<file path="src/bus_pkg.sv">
// ----------------------------------------------------------------------
// board bus transport types shared by the hosts, the arbiter and banks
// ----------------------------------------------------------------------

package bus_pkg;

    // ------------------------------------------------------------------
    // host ports
    // ------------------------------------------------------------------
    localparam int HOST_COUNT = 2;          // 0 = firewire side, 1 = ethernet side

    typedef logic [0:0]  host_id_t;         // index of a host port
    typedef logic [15:0] addr_t;            // register address
    typedef logic [31:0] data_t;            // register data word

    // ------------------------------------------------------------------
    // bus payloads
    // ------------------------------------------------------------------
    // request issued by the arbiter to every bank, valid for one cycle
    typedef struct packed {
        logic  valid;                       // request present this cycle
        logic  we;                          // 1 -> write, 0 -> read
        addr_t addr;                        // region + register index
        data_t wdata;                       // write data, ignored on read
    } bus_req_t;

    // wishbone classic inputs of one host port
    typedef struct packed {
        logic  cyc;                         // bus cycle in progress
        logic  stb;                         // transfer strobe
        logic  we;                          // write enable
        addr_t adr;                         // register address
        data_t dat;                         // write data
    } wb_port_t;

endpackage

</file>
<file path="src/addr_map_pkg.sv">
// ----------------------------------------------------------------------
// board register address map, region and index fields
// ----------------------------------------------------------------------

package addr_map_pkg;

    // ------------------------------------------------------------------
    // address layout
    //   [15:12] region  (one register bank per region)
    //   [11:8]  ignored
    //   [7:0]   register index, upper bits unused for small banks
    // ------------------------------------------------------------------
    localparam int REGION_W      = 4;       // region field width
    localparam int REGION_LSB    = 12;      // region sits in the top nibble
    localparam int REG_IDX_MAX_W = 8;       // widest index the map allows

    typedef logic [REGION_W-1:0] region_t;  // region number

endpackage

</file>
<file path="src/host_arbiter.sv">
// ----------------------------------------------------------------------
// wishbone host ports with fixed priority grant, host 0 first;
// issues one request to the banks and holds the bus until done
// ----------------------------------------------------------------------
`timescale 1ns/1ps

module host_arbiter
    import bus_pkg::*;
(
    input  logic     sysclk,
    input  logic     arst_n,
    input  wb_port_t host_in [HOST_COUNT],  // wishbone inputs per host
    input  logic     done,                  // transaction finished, from read_return
    output bus_req_t bus_req,               // request to all banks
    output logic     issued,                // request on the bus this cycle
    output host_id_t grant_id               // host that owns the bus
);

    typedef enum logic [1:0] {
        IDLE,                               // waiting for a host strobe
        ISSUE,                              // request on the bus
        WAIT_ACK                            // bank busy, waiting for done
    } arb_state_t;

    arb_state_t state;
    logic       req_any;                    // some host has cyc and stb up
    host_id_t   pick;                       // winner of this idle sample

    logic       req_valid;
    logic       req_we;
    addr_t      req_addr;
    data_t      req_wdata;

    // ------------------------------------------------------------------
    // fixed priority pick, lowest index wins
    // ------------------------------------------------------------------
    always_comb
    begin
        req_any = 1'b0;
        pick    = '0;
        for (int h = HOST_COUNT - 1; h >= 0; h--)  // walk down so host 0 wins last
        begin
            if (host_in[h].cyc && host_in[h].stb)
            begin
                req_any = 1'b1;
                pick    = host_id_t'(h);
            end
        end
    end

    // ------------------------------------------------------------------
    // grant state machine
    // ------------------------------------------------------------------
    always_ff @(posedge sysclk or negedge arst_n)
    begin
        if (!arst_n)
        begin
            state     <= IDLE;
            req_valid <= 1'b0;
            grant_id  <= '0;
        end
        else
        begin
            case (state)
                IDLE:
                begin
                    if (req_any)
                    begin
                        state     <= ISSUE;
                        req_valid <= 1'b1;  // one cycle on the bus
                        grant_id  <= pick;  // held until done
                    end
                end
                ISSUE:
                begin
                    state     <= WAIT_ACK;
                    req_valid <= 1'b0;
                end
                WAIT_ACK:
                begin
                    if (done)
                        state <= IDLE;      // next request sampled one edge later
                end
                default:
                    state <= IDLE;
            endcase
        end
    end

    // payload capture, only meaningful while req_valid is high
    always_ff @(posedge sysclk)
    begin
        if (state == IDLE && req_any)
        begin
            req_we    <= host_in[pick].we;
            req_addr  <= host_in[pick].adr;
            req_wdata <= host_in[pick].dat;
        end
    end

    assign bus_req = '{valid: req_valid, we: req_we, addr: req_addr, wdata: req_wdata};
    assign issued  = req_valid;             // marker follows the bus request

endmodule

</file>
<file path="src/reg_bank.sv">
// ----------------------------------------------------------------------
// register file of one address region, registered write and read
// ----------------------------------------------------------------------
`timescale 1ns/1ps

module reg_bank
    import bus_pkg::*, addr_map_pkg::*;
#(
    parameter int BANK_ID       = 0,        // region this bank answers
    parameter int REGS_PER_BANK = 8         // power of two, up to 256
)
(
    input  logic     sysclk,
    input  logic     arst_n,
    input  bus_req_t bus_req,               // shared request from the arbiter
    output data_t    rdata                  // read word, zero when not read
);

    localparam int IDX_W = (REGS_PER_BANK > 1) ? $clog2(REGS_PER_BANK) : 1;

    data_t                    regs [REGS_PER_BANK];
    region_t                  region;       // region field of the address
    logic [REG_IDX_MAX_W-1:0] idx_full;     // full index field
    logic [IDX_W-1:0]         idx;          // index modulo bank size
    logic                     hit;          // request claimed by this bank

    // ------------------------------------------------------------------
    // local address decode
    // ------------------------------------------------------------------
    assign region   = bus_req.addr[REGION_LSB +: REGION_W];
    assign idx_full = bus_req.addr[REG_IDX_MAX_W-1:0];
    assign idx      = idx_full[IDX_W-1:0];  // bits above the bank size are dropped
    assign hit      = bus_req.valid && (region == region_t'(BANK_ID));

    // ------------------------------------------------------------------
    // register file, every register reads zero after reset
    // ------------------------------------------------------------------
    always_ff @(posedge sysclk or negedge arst_n)
    begin
        if (!arst_n)
        begin
            for (int i = 0; i < REGS_PER_BANK; i++)
                regs[i] <= '0;
            rdata <= '0;
        end
        else
        begin
            rdata <= '0;                    // idle banks drive zero into the OR merge
            if (hit)
            begin
                if (bus_req.we)
                    regs[idx] <= bus_req.wdata;
                else
                    rdata <= regs[idx];     // one cycle read latency
            end
        end
    end

endmodule

</file>
<file path="src/read_return.sv">
// ----------------------------------------------------------------------
// merges bank read words and returns ack and data to the granted host
// ----------------------------------------------------------------------
`timescale 1ns/1ps

module read_return
    import bus_pkg::*;
#(
    parameter int NUM_BANKS = 4             // number of mapped regions
)
(
    input  logic                  sysclk,
    input  logic                  arst_n,
    input  logic                  issued,       // request on the bus
    input  host_id_t              grant_id,     // owner of the request
    input  data_t                 bank_rdata [NUM_BANKS],
    output logic [HOST_COUNT-1:0] host_ack,     // one cycle per transaction
    output data_t                 host_dat [HOST_COUNT],
    output logic                  done          // releases the arbiter
);

    logic     issued_q;                     // matches the bank latency
    host_id_t grant_q;
    data_t    merged;                       // OR of all bank read words

    always_ff @(posedge sysclk or negedge arst_n)
    begin
        if (!arst_n)
        begin
            issued_q <= 1'b0;
            grant_q  <= '0;
        end
        else
        begin
            issued_q <= issued;
            grant_q  <= grant_id;
        end
    end

    // ------------------------------------------------------------------
    // read mux, unselected banks hold zero so an OR is enough
    // ------------------------------------------------------------------
    always_comb
    begin
        merged = '0;
        for (int b = 0; b < NUM_BANKS; b++)
            merged = merged | bank_rdata[b];
    end

    // unmapped regions still ack, with zero data
    always_comb
    begin
        for (int h = 0; h < HOST_COUNT; h++)
        begin
            host_ack[h] = issued_q && (grant_q == host_id_t'(h));
            host_dat[h] = host_ack[h] ? merged : '0;
        end
    end

    assign done = issued_q;

endmodule

</file>
<file path="src/board_bus_top.sv">
// ----------------------------------------------------------------------
// board register bus: two wishbone hosts, priority arbiter,
// one register bank per region and the read return stage
// ----------------------------------------------------------------------
`timescale 1ns/1ps

module board_bus_top
    import bus_pkg::*;
#(
    parameter int NUM_BANKS     = 4,        // mapped regions, 1 to 16
    parameter int REGS_PER_BANK = 8         // registers in each bank
)
(
    input  logic                  sysclk,
    input  logic                  arst_n,
    input  wb_port_t              host_in [HOST_COUNT],
    output logic [HOST_COUNT-1:0] host_ack,
    output data_t                 host_dat [HOST_COUNT]
);

    bus_req_t bus_req;                      // shared request to the banks
    logic     issued;
    logic     done;
    host_id_t grant_id;
    data_t    bank_rdata [NUM_BANKS];       // one read word per bank

    host_arbiter u_arbiter (
        .sysclk   (sysclk),
        .arst_n   (arst_n),
        .host_in  (host_in),
        .done     (done),
        .bus_req  (bus_req),
        .issued   (issued),
        .grant_id (grant_id)
    );

    // ------------------------------------------------------------------
    // register banks, one per region
    // ------------------------------------------------------------------
    for (genvar b = 0; b < NUM_BANKS; b++)
    begin : g_bank
        reg_bank #(
            .BANK_ID       (b),
            .REGS_PER_BANK (REGS_PER_BANK)
        ) u_bank (
            .sysclk  (sysclk),
            .arst_n  (arst_n),
            .bus_req (bus_req),
            .rdata   (bank_rdata[b])
        );
    end

    read_return #(
        .NUM_BANKS (NUM_BANKS)
    ) u_return (
        .sysclk     (sysclk),
        .arst_n     (arst_n),
        .issued     (issued),
        .grant_id   (grant_id),
        .bank_rdata (bank_rdata),
        .host_ack   (host_ack),
        .host_dat   (host_dat),
        .done       (done)
    );

endmodule

</file>
<file path="config.mk">
export PLATFORM = sky130hd
export DESIGN_NAME = board_bus_top
export DESIGN_NICKNAME = d
export VERILOG_FILES = /design/src/bus_pkg.sv /design/src/addr_map_pkg.sv /design/src/host_arbiter.sv /design/src/reg_bank.sv /design/src/read_return.sv /design/src/board_bus_top.sv
export SDC_FILE = /design/constraint.sdc
export NUM_CORES = 1
export LEC_CHECK = 0
export BUFFER_PORTS_ARGS = -buffer_cell sky130_fd_sc_hd__buf_2
export CAP_MARGIN = 40
export CORE_MARGIN = 8
export CORE_UTILIZATION = 35
export DETAILED_ROUTE_END_ITERATION = 8
export GPL_TIMING_DRIVEN = 0
export PLACE_DENSITY = 0.5
export SETUP_SLACK_MARGIN = 0.3
export SYNTH_ARGS = -nofsm -noshare
export SYNTH_HDL_FRONTEND = slang
export SYNTH_HIERARCHICAL = 1
export SYNTH_SLANG_ARGS = --single-unit
export TNS_END_PERCENT = 30
</file>
<file path="constraint.sdc">
create_clock -name sysclk -period 6.7 [get_ports sysclk]
set_input_delay 0 -clock sysclk [delete_from_list [all_inputs] [get_ports sysclk]]
set_output_delay 0 -clock sysclk [all_outputs]
set_load 0.01 [all_outputs]
</file>
### After elaboration in Yosys (flattened, before gate mapping)

Index checks and enable logic that the tools add are counted.

* bitwise operators: 6
* multiplexer cells: 39
* reductions and logical operators: 20
* equality and inequality tests: 7
* order comparisons: 3

Operators by type and width (number)
* bitwise mux 256 bit: 4
* two-way mux 32 bit: 19
* binary-select mux 32 bit (select 3 bit): 4
* two-way mux 49 bit: 3
* demux 32 bit (select 3 bit): 1
* bitwise OR 32 bit: 3
* AND reduction 2 bit: 7
* logical AND 1 bit: 10
* == test 4 x 2 -> 1 bit (second input constant): 2
* one-hot mux 2 bit (3 select lines): 1
* == test 4 x 1 -> 1 bit (second input constant): 1
* >= comparator 4 bit (second input constant): 1
* logical NOT 4 bit: 1
* less-than comparator 4 x 1 -> 1 bit (second input constant): 1
* two-way mux 1 bit: 4
* two-way mux 2 bit: 2
* inequality test 2 x 1 -> 1 bit (second input constant): 2
* NOT 3 -> 4 bit: 1
* == test 2 x 1 -> 1 bit (second input constant): 1
* == test 2 bit (second input constant): 1
* >= comparator 2 bit (second input constant): 1
* logical NOT 2 bit: 1
* NOT 1 -> 2 bit: 1
* one-hot mux 1 bit (2 select lines): 1
* other kinds (2): 2

* bits of input ports: 104
* output and inout bits: 66
* bits in registers: 1207
* word-level logic and storage cells: 119

### Longest topological paths before layout

* word-level depth: 7
* gate-level depth with buffers: 6
* mapped depth without buffers: 3

### Hierarchy

Netlist, hierarchy kept.

By module, submodules not included
* reg_bank (g_bank[1].u_bank ...): area each 12632.1 sq um, seq. area each 7206.9 sq um, cells an instance 845, times used 2
* reg_bank (g_bank[0].u_bank): area each 12630.9 sq um, seq. area each 7206.9 sq um, cells an instance 844, times used 1
* reg_bank (g_bank[3].u_bank): area each 12429.4 sq um, seq. area each 7206.9 sq um, cells an instance 849, times used 1
* host_arbiter: area each 2289.7 sq um, seq. area each 1571.5 sq um, cells an instance 122, times used 1
* read_return: area each 681.9 sq um, seq. area each 50.0 sq um, cells an instance 109, times used 1

### Worst setup path after synthesis

Ideal clock, no wire load.

* path type: reg2reg
* start: register u_arbiter.state[1]
* end: register u_arbiter.req_addr[0] (enable)
* path slack: 1949 ps
* path buffers: 0
* stages on the path, launching flop included: 3
* data required time: 6167 ps
* arrival: 4217 ps
* cell sequence: dfrtp_1 -> nor2_1 -> a21boi_0

* word-level cells in the longest chain between the ends: 2

RTL lines
* from (decl): line host_arbiter.sv:25 `arb_state_t state;`
* from (signal assigned): line host_arbiter.sv:58 `state <= IDLE;`
* from (signal assigned): line host_arbiter.sv:69 `state <= ISSUE;`
* from (signal assigned): line host_arbiter.sv:76 `state <= WAIT_ACK;`
* logical NOT 2 bit: line host_arbiter.sv:93 `if (state == IDLE && req_any)`
* logical AND 1 bit: line host_arbiter.sv:93
* to (signal assigned): line host_arbiter.sv:96 `req_addr <= host_in[pick].adr;`
* to (decl): line host_arbiter.sv:31 `addr_t req_addr;`

No other way between the ends.
A chain may end at the register's enable or synchronous reset.

==> impl_metrics.py <==
metrics = {
    "critical_path": {
        "crit_arrival_ns": 4.01,
        "end_kind": "asynchronous set/reset pin",
        "crit_top_cell": "buf_16",
        "start_kind": "input port",
        "cp_cell_sequence": "dlygate4sd3_1 -> buf_12 -> dlygate4sd3_1 -> buf_16 -> buf_16 -> buf_16 -> buf_16",
        "max_stage_delay_ns": 0.62,
        "critPathMaxFanout": 158,
        "crit_buf_inv": 7,
        "timing_worst_setup_path_type": "in2async",
        "cp-startpoint": "arst_n",
        "timing.rr.start": "u_arbiter/issued",
        "crit_required_ns": 7.45,
        "cp_slowest_cell": "dlygate4sd3_1",
        "cpLargestDelayFamily": "buffers and inverters",
    },
    "placed_design": {
        "gp_congestion": 0.805,
        "port-buffer-count": 151,
        "post-place-cells": 5847,
        "dp_hpwl_mm": 109,
    },
    "worst_hold_path": {
        "hp-class": "in2reg",
        "hp-start": "host_in[19]",
    },
    "die": {
        "die_w_microns": 405,
        "ios": 170,
        "die_h_microns": 405,
        "die_area_sq_um": 164000,
        "row_count": 142,
        "initial_core_util_pct": 35.3,
        "core_area_sq_um": 150000,
    },
    "pwr": {
        "p_per_area_nw_per_um2": 325,
        "leakagePower_nw": 30.6,
        "ir_drop_uv": 213,
        "finalPower_w": 0.0205,
    },
    "global_routing": {
        "grt_usage_pct": 18.8,
        "antenna_found_initial": 4,
        "grt_max_degree": 162,
        "grt_pass1_vias": 34039,
        "gr-total-overflow": 0,
        "grt_pass1_wl_mm": 231,
    },
    "clock_network": {
        "cts-root-buf": "clkbuf_16",
        "numCtsBuffers": 137,
        "clk_latency_ns": 0.76,
        "cts_sinks": 1198,
        "cts_tree": "built",
        "htreeDepth": 4,
        "cts.path.max_buffers": 3,
        "clk_pin_slew_ns": 0.06,
        "postCtsResizedCells": 0,
    },
    "layout": {
        "multi_input_area_sq_um": 21300,
        "drive_above_1_share_pct": 50.5,
        "stdcell_count": 6189,
        "nFillCells": 13937,
        "fin_nets": 4164,
        "register_area_sq_um": 30200,
        "syn_to_final_growth_pct": 19.4,
        "final_util_pct": 42.1,
    },
    "job": {
        "maxCapViolations": 0,
    },
    "timing": {
        "setup_viol": 0,
        "tns_ns": 0,
        "max-slew-margin-rel_pct": 35.2,
        "rsz0062_at_grt": "false",
        "hold_viol_final": 0,
        "finalCritPeriodShare_pct": 48.6,
        "max_freq_mhz": 307,
        "fin_skew_ns": 0.0273,
        "worst_pin_slew_ns": 0.972,
        "fin_hold_ws_ns": 0.0834,
        "slew_viol_final": 0,
        "fin_crit_ns": 3.26,
    },
    "route": {
        "ant_nets": 0,
        "routed_wl_mm": 155,
        "num_vias": 32101,
        "drc": 0,
        "via_per_inst": 5.19,
        "drtIter0Drc": 1849,
        "wl_per_cell_microns": 25.0,
        "first_pass_iters": 5,
    },
    "yosys": {
        "syn-instance-count": 3596,
        "synth_warnings": 6,
        "netlist_area_sq_um": 52900,
        "syn_area_per_cell_sq_um": 14.7,
        "syn-num-nets": 3700,
    },
    "run_status": {
        "outcome": "finished clean",
    },
}
[path summary, 6_finish.rpt]
path	depth (start not counted)	to	slack [ns]
hold reg to reg	0	u_return/grant_q	0.38
setup reg to reg	6	g_bank[3].u_bank/rdata[11]	3.64
hold / removal	3	u_arbiter/req_wdata[19]	0.08
max in group sysclk	6	g_bank[3].u_bank/rdata[11]	3.64
setup / recovery	7	g_bank[3].u_bank/regs[99]	3.44
min in group asynchronous	4	g_bank[1].u_bank/regs[16]	0.55
[layer usage]
metal	vias to the layer above	track usage [%]	part of all wire [%]	routed length, microns
met1	17049	27.0	48	74600
met2	598	30.0	46	71600
met3	177	2.85	3.9	6080
met4	0	4.32	1.8	2780
li1	14277	-	-	-
met5	-	0	0	0
[layout make-up]
cell class	count	area share, %
clock inverter	31	0.394
sequential	1198	47.8
clock buffer	219	6.83
tap	2016	3.99
antenna	2	0.00792
multi-input combinational	2147	33.8
inverter	6	0.0356
buffer	245	2.22
timing repair buffer	325	4.99
[power breakdown]
part / internal [W] / total, W / switching, W
clock network: 0.00449 / 0.00752 / 0.00303
registers: 0.00850 / 0.00920 / 0.000705
logic: 0.00193 / 0.00380 / 0.00187
[state kept, by name, indices dropped and copies added (netlist names)]
name / flops
u_arbiter/grant_id: 1
u_arbiter/req_wdata: 32
u_arbiter/state: 2
u_return/done: 1
u_arbiter/issued: 1
u_arbiter/req_addr: 7
u_return/grant_q: 1
g_bank.u_bank/rdata: 128
g_bank.u_bank/regs: 1024
u_arbiter/req_we: 1
[worst register-to-register path: cells and delay by family, from the launching register on]
| family | cells | cell delay [ns] |
|---|---|---|
| flops | 1 | 0.54 |
| buf+inv | 3 | 1.20 |
| compound gates | 1 | 0.33 |
| simple gates | 2 | 0.90 |
[cell usage in the layout (no fill, tap or decap), types with 4 or more instances in the layout]
master,instances
clkbuf_1,101
dlygate4sd3_1,89
buf_8,16
nor2_1,41
mux2_2,1439
nor4_1,25
inv_6,5
mux2i_1,126
buf_2,273
a31oi_1,8
edfxtp_1,40
nor4_2,7
nor2_2,29
a32oi_1,6
clkbuf_16,145
o21a_1,31
buf_4,7
nand3_1,31
o22ai_1,63
nor4b_4,4
dfrtp_1,1158
clkinv_2,21
and4bb_2,4
nand2_1,9
a22oi_1,186
clkbuf_8,41
buf_1,18
inv_1,6
a21oi_1,94
buf_6,58
buf_16,35
nor2b_1,11
[metrics by stage]
step / instance area [sq um] / setup slack (ns)
after floorplan: 52900 / 2.63
after global placement: 56200 / -21.25
after detailed placement: 57700 / 3.69
after CTS: 63200 / 3.32
after global routing: 63200 / 3.02
final: 63200 / 3.44
[repair_timing]
action / 4_1_cts / 5_1_grt
endpoints found under the hold margin: 261 / 0
setup buffers: 0 / 0
hold buffers: 89 / 0
No activity file was read; power rests on OpenSTA's default activity.
